`config.mk`:
```
export PLATFORM = sky130hd
export DESIGN_NAME = bvhTraversal
export DESIGN_NICKNAME = d
export VERILOG_FILES = /design/src/verilog/bvhPkg.sv /design/src/verilog/bvhTraversal.sv /design/src/verilog/traversalFsm.sv /design/src/verilog/childDecode.sv /design/src/verilog/nodeStack.sv
export SDC_FILE = /design/constraint.sdc
export NUM_CORES = 1
export LEC_CHECK = 0
export BUFFER_PORTS_ARGS = -buffer_cell sky130_fd_sc_hd__buf_2
export CAP_MARGIN = 10
export CORE_MARGIN = 2
export CORE_UTILIZATION = 50
export CTS_CLUSTER_DIAMETER = 150
export DETAILED_ROUTE_END_ITERATION = 12
export GPL_ROUTABILITY_DRIVEN = 0
export PLACE_DENSITY = 0.8
export SLEW_MARGIN = 40
export SYNTH_ARGS = -nofsm -noshare
export SYNTH_HDL_FRONTEND = slang
export SYNTH_SLANG_ARGS = --single-unit
```
`constraint.sdc`:
```
create_clock -name clk -period 6.88 [get_ports clk]
set_input_delay 0.344 -clock clk [delete_from_list [all_inputs] [get_ports clk]]
set_output_delay 0.344 -clock clk [all_outputs]
set_load 0.02 [all_outputs]
```
`src/verilog/bvhPkg.sv`:
```
`default_nettype none

package bvhPkg;

    // ------------------------------------------------------------------------
    // Index and count widths
    // ------------------------------------------------------------------------

    // Node index whose top bit marks a leaf
    localparam int NODE_INDEX_WIDTH = 8;

    // First primitive of a leaf
    localparam int PRIM_INDEX_WIDTH = 16;

    // Number of primitives in a leaf
    localparam int PRIM_COUNT_WIDTH = 4;

    // Bit position of the leaf flag inside a node index
    localparam int LEAF_FLAG_BIT = NODE_INDEX_WIDTH - 1;

    // Start index reported for an empty slot
    localparam logic [PRIM_INDEX_WIDTH-1:0] NULL_PRIM_INDEX = '1;

    // ------------------------------------------------------------------------
    // Traversal states
    // ------------------------------------------------------------------------

    typedef enum logic [1:0] {
        Idle    = 2'd0,
        Process = 2'd1,
        Fetch   = 2'd2,
        Done    = 2'd3
    } traversalState;

endpackage

`default_nettype wire
```
`src/verilog/bvhTraversal.sv`:
```
`timescale 1ns/1ps
`default_nettype none

module bvhTraversal
    import bvhPkg::*;
#(
    parameter int STACK_DEPTH = 16
) (
    input  logic                        clk,
    input  logic                        resetn,
    input  logic                        start,
    input  logic                        restart,
    // Node memory return
    input  logic                        nodeHit,
    input  logic [NODE_INDEX_WIDTH-1:0] childIndex [2],
    input  logic                        leafHit [2],
    input  logic [PRIM_INDEX_WIDTH-1:0] leafStart [2],
    input  logic [PRIM_COUNT_WIDTH-1:0] leafCount [2],
    // Node request and leaf report
    output logic [NODE_INDEX_WIDTH-1:0] nodeIndex,
    output logic                        valid,
    output logic [PRIM_INDEX_WIDTH-1:0] startPrim [2],
    output logic [PRIM_COUNT_WIDTH-1:0] numPrim [2],
    output logic                        finished
);

    // Decoder to state machine
    logic                        pushMask [2];
    logic [NODE_INDEX_WIDTH-1:0] pushIndex [2];
    logic                        leafSelect [2];

    // State machine to stack
    logic                        stackPush;
    logic                        stackPop;
    logic                        stackClear;
    logic                        stackPushMask [2];
    logic [NODE_INDEX_WIDTH-1:0] stackPushIndex [2];
    logic [NODE_INDEX_WIDTH-1:0] topIndex;
    logic                        stackEmpty;

    nodeStack #(
        .STACK_DEPTH(STACK_DEPTH)
    ) u_stack (
        .clk      (clk),
        .resetn   (resetn),
        .clear    (stackClear),
        .push     (stackPush),
        .pushMask (stackPushMask),
        .pushIndex(stackPushIndex),
        .pop      (stackPop),
        .topIndex (topIndex),
        .empty    (stackEmpty)
    );

    childDecode u_decode (
        .nodeHit   (nodeHit),
        .childIndex(childIndex),
        .leafHit   (leafHit),
        .pushMask  (pushMask),
        .pushIndex (pushIndex),
        .leafSelect(leafSelect)
    );

    traversalFsm #(
        .STACK_DEPTH(STACK_DEPTH)
    ) u_fsm (
        .clk           (clk),
        .resetn        (resetn),
        .start         (start),
        .restart       (restart),
        .pushMask      (pushMask),
        .pushIndex     (pushIndex),
        .leafSelect    (leafSelect),
        .leafStart     (leafStart),
        .leafCount     (leafCount),
        .topIndex      (topIndex),
        .empty         (stackEmpty),
        .push          (stackPush),
        .pop           (stackPop),
        .clear         (stackClear),
        .stackPushMask (stackPushMask),
        .stackPushIndex(stackPushIndex),
        .nodeIndex     (nodeIndex),
        .valid         (valid),
        .startPrim     (startPrim),
        .numPrim       (numPrim),
        .finished      (finished)
    );

endmodule

`default_nettype wire

```
`src/verilog/traversalFsm.sv`:
```
`timescale 1ns/1ps
`default_nettype none

module traversalFsm
    import bvhPkg::*;
#(
    parameter int STACK_DEPTH = 16
) (
    input  logic                        clk,
    input  logic                        resetn,
    input  logic                        start,
    input  logic                        restart,
    input  logic                        pushMask [2],
    input  logic [NODE_INDEX_WIDTH-1:0] pushIndex [2],
    input  logic                        leafSelect [2],
    input  logic [PRIM_INDEX_WIDTH-1:0] leafStart [2],
    input  logic [PRIM_COUNT_WIDTH-1:0] leafCount [2],
    input  logic [NODE_INDEX_WIDTH-1:0] topIndex,
    input  logic                        empty,
    output logic                        push,
    output logic                        pop,
    output logic                        clear,
    output logic                        stackPushMask [2],
    output logic [NODE_INDEX_WIDTH-1:0] stackPushIndex [2],
    output logic [NODE_INDEX_WIDTH-1:0] nodeIndex,
    output logic                        valid,
    output logic [PRIM_INDEX_WIDTH-1:0] startPrim [2],
    output logic [PRIM_COUNT_WIDTH-1:0] numPrim [2],
    output logic                        finished
);

    localparam int LEVEL_WIDTH = $clog2(STACK_DEPTH + 1);

    traversalState          state;
    logic [LEVEL_WIDTH-1:0] stackLevel;
    logic                   inProcess;

    // ------------------------------------------------------------------------
    // Stack interface
    // ------------------------------------------------------------------------

    assign inProcess = (state == Process) && !restart;

    // Shadow level keeps requests within the stack depth
    always_comb begin
        stackPushMask[0] = inProcess && pushMask[0] && (stackLevel < STACK_DEPTH);
        stackPushMask[1] = inProcess && pushMask[1]
            && ((stackLevel + LEVEL_WIDTH'(stackPushMask[0])) < STACK_DEPTH);
        for (int i = 0; i < 2; i++) begin
            stackPushIndex[i] = pushIndex[i];
        end
    end

    assign push = stackPushMask[0] || stackPushMask[1];
    assign pop = (state == Fetch) && !empty && !restart;
    assign clear = (state == Idle) && start && !restart;

    always_ff @(posedge clk or negedge resetn) begin
        if (!resetn) begin
            stackLevel <= '0;
        end else if (clear) begin
            stackLevel <= '0;
        end else if (pop) begin
            stackLevel <= stackLevel - 1'b1;
        end else if (push) begin
            stackLevel <= stackLevel + LEVEL_WIDTH'(stackPushMask[0])
                + LEVEL_WIDTH'(stackPushMask[1]);
        end
    end

    // ------------------------------------------------------------------------
    // State and registered leaf outputs
    // ------------------------------------------------------------------------

    always_ff @(posedge clk or negedge resetn) begin
        if (!resetn) begin
            state <= Idle;
            nodeIndex <= '0;
            finished <= 1'b1;
            valid <= 1'b0;
            for (int i = 0; i < 2; i++) begin
                startPrim[i] <= NULL_PRIM_INDEX;
                numPrim[i] <= '0;
            end
        end else begin
            // Slots are empty unless a Process cycle fills them
            valid <= 1'b0;
            for (int i = 0; i < 2; i++) begin
                startPrim[i] <= NULL_PRIM_INDEX;
                numPrim[i] <= '0;
            end

            if (restart) begin
                state <= Idle;
                finished <= 1'b1;
            end else begin
                case (state)
                    Idle: begin
                        finished <= 1'b1;
                        if (start) begin
                            nodeIndex <= '0;
                            finished <= 1'b0;
                            state <= Process;
                        end
                    end
                    Process: begin
                        valid <= leafSelect[0] || leafSelect[1];
                        for (int i = 0; i < 2; i++) begin
                            if (leafSelect[i]) begin
                                startPrim[i] <= leafStart[i];
                                numPrim[i] <= leafCount[i];
                            end
                        end
                        state <= Fetch;
                    end
                    Fetch: begin
                        if (!empty) begin
                            nodeIndex <= topIndex;
                            state <= Process;
                        end else begin
                            finished <= 1'b1;
                            state <= Done;
                        end
                    end
                    Done: begin
                        finished <= 1'b1;
                    end
                    default: begin
                        state <= Idle;
                    end
                endcase
            end
        end
    end

endmodule

`default_nettype wire

```
`src/verilog/childDecode.sv`:
```
`timescale 1ns/1ps
`default_nettype none

module childDecode
    import bvhPkg::*;
(
    input  logic                        nodeHit,
    input  logic [NODE_INDEX_WIDTH-1:0] childIndex [2],
    input  logic                        leafHit [2],
    output logic                        pushMask [2],
    output logic [NODE_INDEX_WIDTH-1:0] pushIndex [2],
    output logic                        leafSelect [2]
);

    // ------------------------------------------------------------------------
    // Per child classification
    // ------------------------------------------------------------------------

    logic isLeaf [2];

    always_comb begin
        for (int i = 0; i < 2; i++) begin
            isLeaf[i] = childIndex[i][LEAF_FLAG_BIT];
        end
    end

    // Inner children of a hit node go onto the stack
    always_comb begin
        for (int i = 0; i < 2; i++) begin
            pushMask[i] = nodeHit && !isLeaf[i];
            if (pushMask[i]) begin
                pushIndex[i] = childIndex[i];
            end else begin
                pushIndex[i] = '0;
            end
        end
    end

    // Leaf children count only when both the node and the leaf are hit
    always_comb begin
        for (int i = 0; i < 2; i++) begin
            leafSelect[i] = nodeHit && isLeaf[i] && leafHit[i];
        end
    end

endmodule

`default_nettype wire

```
`src/verilog/nodeStack.sv`:
```
`timescale 1ns/1ps
`default_nettype none

module nodeStack
    import bvhPkg::*;
#(
    parameter int STACK_DEPTH = 16
) (
    input  logic                        clk,
    input  logic                        resetn,
    input  logic                        clear,
    input  logic                        push,
    input  logic                        pushMask [2],
    input  logic [NODE_INDEX_WIDTH-1:0] pushIndex [2],
    input  logic                        pop,
    output logic [NODE_INDEX_WIDTH-1:0] topIndex,
    output logic                        empty
);

    localparam int LEVEL_WIDTH = $clog2(STACK_DEPTH + 1);
    localparam int ADDR_WIDTH = $clog2(STACK_DEPTH);

    logic [NODE_INDEX_WIDTH-1:0] entries [STACK_DEPTH];
    logic [LEVEL_WIDTH-1:0]      level;
    logic [LEVEL_WIDTH:0]        slotPos [2];
    logic                        slotWrite [2];
    logic [LEVEL_WIDTH:0]        pushLevel;
    logic [ADDR_WIDTH-1:0]       topSlot;

    // Slot 1 lands right above slot 0 when slot 0 is used
    always_comb begin
        slotPos[0] = {1'b0, level};
        slotPos[1] = {1'b0, level} + (LEVEL_WIDTH + 1)'(pushMask[0]);
        for (int i = 0; i < 2; i++) begin
            slotWrite[i] = push && !clear && pushMask[i] && (slotPos[i] < STACK_DEPTH);
        end
        pushLevel = slotPos[1] + (LEVEL_WIDTH + 1)'(pushMask[1]);
    end

    always_ff @(posedge clk) begin
        for (int i = 0; i < 2; i++) begin
            if (slotWrite[i]) begin
                entries[slotPos[i][ADDR_WIDTH-1:0]] <= pushIndex[i];
            end
        end
    end

    // Level saturates at full depth and drops extra pushes
    always_ff @(posedge clk or negedge resetn) begin
        if (!resetn) begin
            level <= '0;
        end else if (clear) begin
            level <= '0;
        end else if (pop && !empty) begin
            level <= level - 1'b1;
        end else if (push) begin
            if (pushLevel > STACK_DEPTH) begin
                level <= LEVEL_WIDTH'(STACK_DEPTH);
            end else begin
                level <= pushLevel[LEVEL_WIDTH-1:0];
            end
        end
    end

    assign empty = (level == '0);
    assign topSlot = ADDR_WIDTH'(level - 1'b1);
    assign topIndex = empty ? '0 : entries[topSlot];

endmodule

`default_nettype wire

```
==> results <==
- Setup repair after global routing left no endpoint under its margin.
- The maximum fanout count along the critical path is 8.
- Counting I/O delays and the setup requirement, the final critical path takes approximately 4000 ps.
- During synthesis, Yosys emitted a total of 0 warnings.
- The floorplan die area is between 15000 and 20000 um^2.
- The largest stage delay on the critical path is 410 ps.
- The signal on the critical path passes through inv_1 > ha_1 > nand4bb_4 > nor2_1 > ha_1 > ha_1 > and3_1 > mux2i_1 > or2_2 > nor2_1 > nand2_1 > nand2_1.
- Global routing finished with a remaining overflow of 0.
- For this run, the detailed router's first-pass iteration total came to 5.
- The clock slew seen by the registers of the worst setup and hold paths is ~70 ps.
- The capturing element type of the critical path is a flop.
- The final setup violation count is 0.
- On the final layout, the worst hold slack is 103 ps.
- For this design, the sink count on the clock tree is between 150 and 200.
- In the routed design, unresolved DRC markers number 0.
- In this run, post-CTS repair resized a total of 0 instances.
- The core box area is about 19000 um^2.
- The area growth from synthesis to layout is 14.9%.
- For this run, the leading register cell type out of synthesis is sky130_fd_sc_hd__edfxtp_1.
- The number of rows in the core area is 50.
- The dominant cell type by count on the critical path is sky130_fd_sc_hd__ha_1.
- The wire length of the first global-routing pass is between 30000 and 40000 um.
- TritonCTS created 17 clock buffers.
- The library cells used most frequently in the layout, excluding fill and tap cells, are 128 x sky130_fd_sc_hd__edfxtp_1, 122 x sky130_fd_sc_hd__mux2i_1, 112 x sky130_fd_sc_hd__buf_2, 51 x sky130_fd_sc_hd__nand2_1, 36 x sky130_fd_sc_hd__or2_2.
- The height of the die is between 100 and 150 um.
- Leaving out filler cells and counting taps, the final layout contains 1042.
- STA classifies the critical path startpoint as a flop.
- The placed wire-length estimate is roughly 16000 um.
- The setup check on the worst reg-to-reg path leaves a slack of about 2800 ps.
- The detailed router finished its first iteration with roughly 750 violations.
- Buffers inserted to repair hold after CTS numbered 0.
- The library cell used most frequently in the layout, excluding fill and tap cells, is sky130_fd_sc_hd__edfxtp_1.
- The worst clock skew is just under 9 ps.
- The count of mapped cells out of synthesis is slightly below 700.
- In this run the post-CTS setup repair buffer count came out at 0.
- In the finished design, the share of the clock period the worst path needs comes to approximately 59%.
- After synthesis, the mean cell area works out to between 10 and 15 um^2.
- The CTS tree is yes.
- The power per standard cell area is about 280 nW/um^2.
- The placed instances occupy a cell area of slightly above 10000 um^2.
- The number of enable-type register cells in the synthesized netlist is 128.
- The per-cell routed wire length is 22.3 um.
- Global routing used between 20% and 30% of the available tracks.
- The via total after detailed routing is 6185.
- Data on the critical path is required at its endpoint by about 7000 ps.
- CTS built an H-tree with a depth of 4.
- The number of hold violations in the final report is 0.
- The max-slew violation total from the final report came to 0.
- The async set-or-reset flop fraction in the synthesized netlist is 32.6%.
- The via density per instance is 5.94.
- The mapped netlist covers 9440 um^2.
- The number of inserted diodes is 0.
- The buffer cell driving the clock tree root is sky130_fd_sc_hd__clkbuf_16.
- The total of flip-flops plus latches after synthesis is 190.
- The clock passes through at most 2 buffers.
- The data arrival time at the worst-slack endpoint is about 4200 ps.
- The aggregate routed wire length is between 20000 and 25000 um.
- The largest net degree at the start of global routing is 63.
- The share of the yosys chip area belonging to registers is around 58%.
- The master of the slowest instance on the critical path is sky130_fd_sc_hd__dfrtp_1.
- The total I/O pin count is about 110.
- Once layout is done, the placed cells without fillers occupy between 10000 and 15000 um^2.
- The initial utilization of the core area, before any placement, comes to 50.6%.
- The distinct cell type count of the synthesized netlist is 55.
- The fraction of final layout cells sized beyond drive strength 1 is 33.3%.
- The transition time of the tightest slew-check pin is 848 ps.
- The relative slew slack is 43.3%.
- The leakage power is ~4.4 nW.
- The number of global-route vias before repair was 6105.
- Derived from the worst setup path, the maximum achievable clock frequency is 0.244 GHz.
- In the final design database the tool counted about 880 nets.
- The insertion delay to the later sink of the worst-skew pair is 430 ps.
- The count of max-cap constraint violations is 0.
- At the end of the flow the core is filled with cells to about three fifths.
- Measured along the x axis, the die boundary spans roughly 140 um.
- The kind of critical path is reg2reg.
- The worst-case IR drop observed on VDD is around 0.19 mV.
- In this run the tool buffered the top-level ports with about 110 buffer cells.
- The number of cells after detailed placement is 1008.
- The flow ran to the end, and the final reports show no timing, DRC or antenna violations.
- The number of antenna violations at the first check in global routing is 0.
- The detail route stage leaves a number of antenna-violating nets equal to 0.
- In the final timing run, aggregate negative setup slack is 0 ps.
- The type of the tightest min-delay check is in2reg.
## metal layers
metal  vias up  GRT usage (%)  part of all wire (%)
met1      3026           31.9                    40
li1       2749              -                     -
met5         -              0                     0
met3        41           6.51                    11
met4         0           8.47                   2.4
met2       369           38.1                    47
## power breakdown
group	leakage (nW)	switching [mW]	internal, mW
logic	2.19	0.454	0.328
registers	1.92	0.0245	1.25
clock network	0.270	0.433	0.537
total	4.38	0.912	2.12
## layout make-up
| type | instances | area, um^2 |
|---|---|---|
| flip-flops and latches | 190 | 5440 |
| multi-input cells | 449 | 3850 |
| clock inverters | 13 | 139 |
| fillers | 1454 | 7790 |
| repair buffers | 119 | 628 |
| well taps | 234 | 293 |
| clock buffers | 19 | 433 |
| inverters | 18 | 67.6 |
## flip-flops by register name, summed over array words and instances (netlist names)
signal	count
u_stack.entries	128
u_fsm.startPrim	32
u_fsm.nodeIndex	8
u_fsm.numPrim	8
u_fsm.stackLevel	5
u_stack.level	5
u_fsm.state	2
u_fsm.finished	1
u_fsm.valid	1
## cell families after synthesis
| kind of cell | after synthesis | synth area share (%) |
|---|---|---|
| other | 1 | 0.0397 |
| adders and majority gates | 17 | 2.33 |
| muxes | 154 | 20.6 |
| AOI/OAI and AO/OA | 67 | 4.97 |
| xor gates and xnor gates | 12 | 1.11 |
| DFF | 190 | 57.6 |
| and+or+nand+nor | 183 | 10.8 |
| buffers and inverters | 58 | 2.58 |
## critical path: cells and delay by family (launching register included)
kind                     cells  cell delay (ps)
multiplexers                 1              170
flip-flops                   1              410
adder cells (fa/ha/maj)      3              860
AND/OR/NAND/NOR              7             2210
buffers and inverters        1              120
## worst paths after layout
check | cells after the start | start | endpoint
setup / recovery | 12 | u_fsm.state[1]$_DFFE_PN0P_ | u_stack.entries[12][0]$_DFFE_PP_
hold / removal | 2 | leafStart[26] | u_fsm.startPrim[26]$_DFF_PN1_
setup reg to reg | 12 | u_fsm.state[1]$_DFFE_PN0P_ | u_stack.entries[12][0]$_DFFE_PP_
hold reg to reg | 1 | u_fsm.nodeIndex[2]$_DFFE_PN0P_ | u_fsm.nodeIndex[2]$_DFFE_PN0P_
max in group asynchronous | 4 | resetn | u_fsm.startPrim[30]$_DFF_PN1_
min in group asynchronous | 3 | resetn | u_fsm.state[0]$_DFFE_PN0P_
## synth_stat cells, drive strengths merged, types with 2 or more instances
cell type  instances  share of area (%)
a211oi            11               0.87
a21o               8               0.64
a21oi             21                1.1
a22o               8               0.74
and3               4               0.26
and4               2               0.19
buf               13               0.80
clkbuf            27                1.1
dfrtp             29                7.7
dfstp             33                9.2
edfxtp           128                 41
ha                16                2.1
inv               18               0.72
mux2i            122                 13
mux4              32                7.6
nand2             51                2.0
nand2b             4               0.26
nand3              8               0.53
nand3b             2               0.16
nand4              4               0.26
nor2              37                1.8
nor2b             13               0.86
nor3               7               0.61
nor4b              3               0.28
o21ai              5               0.26
o22ai              4               0.26
o31ai              2               0.16
or2               37                2.5
or3                3               0.20
or4                2               0.16
xnor2              9               0.83
xor2               3               0.28
## metrics by stage
step	total power, mW	worst slack [ps]
floorplan	1.86	3500
global placement	2.06	3100
detailed placement	2.07	2910
CTS	3.04	2830
global route	3.16	2480
finish	3.03	2790
No activity file was read; power rests on OpenSTA's default activity.
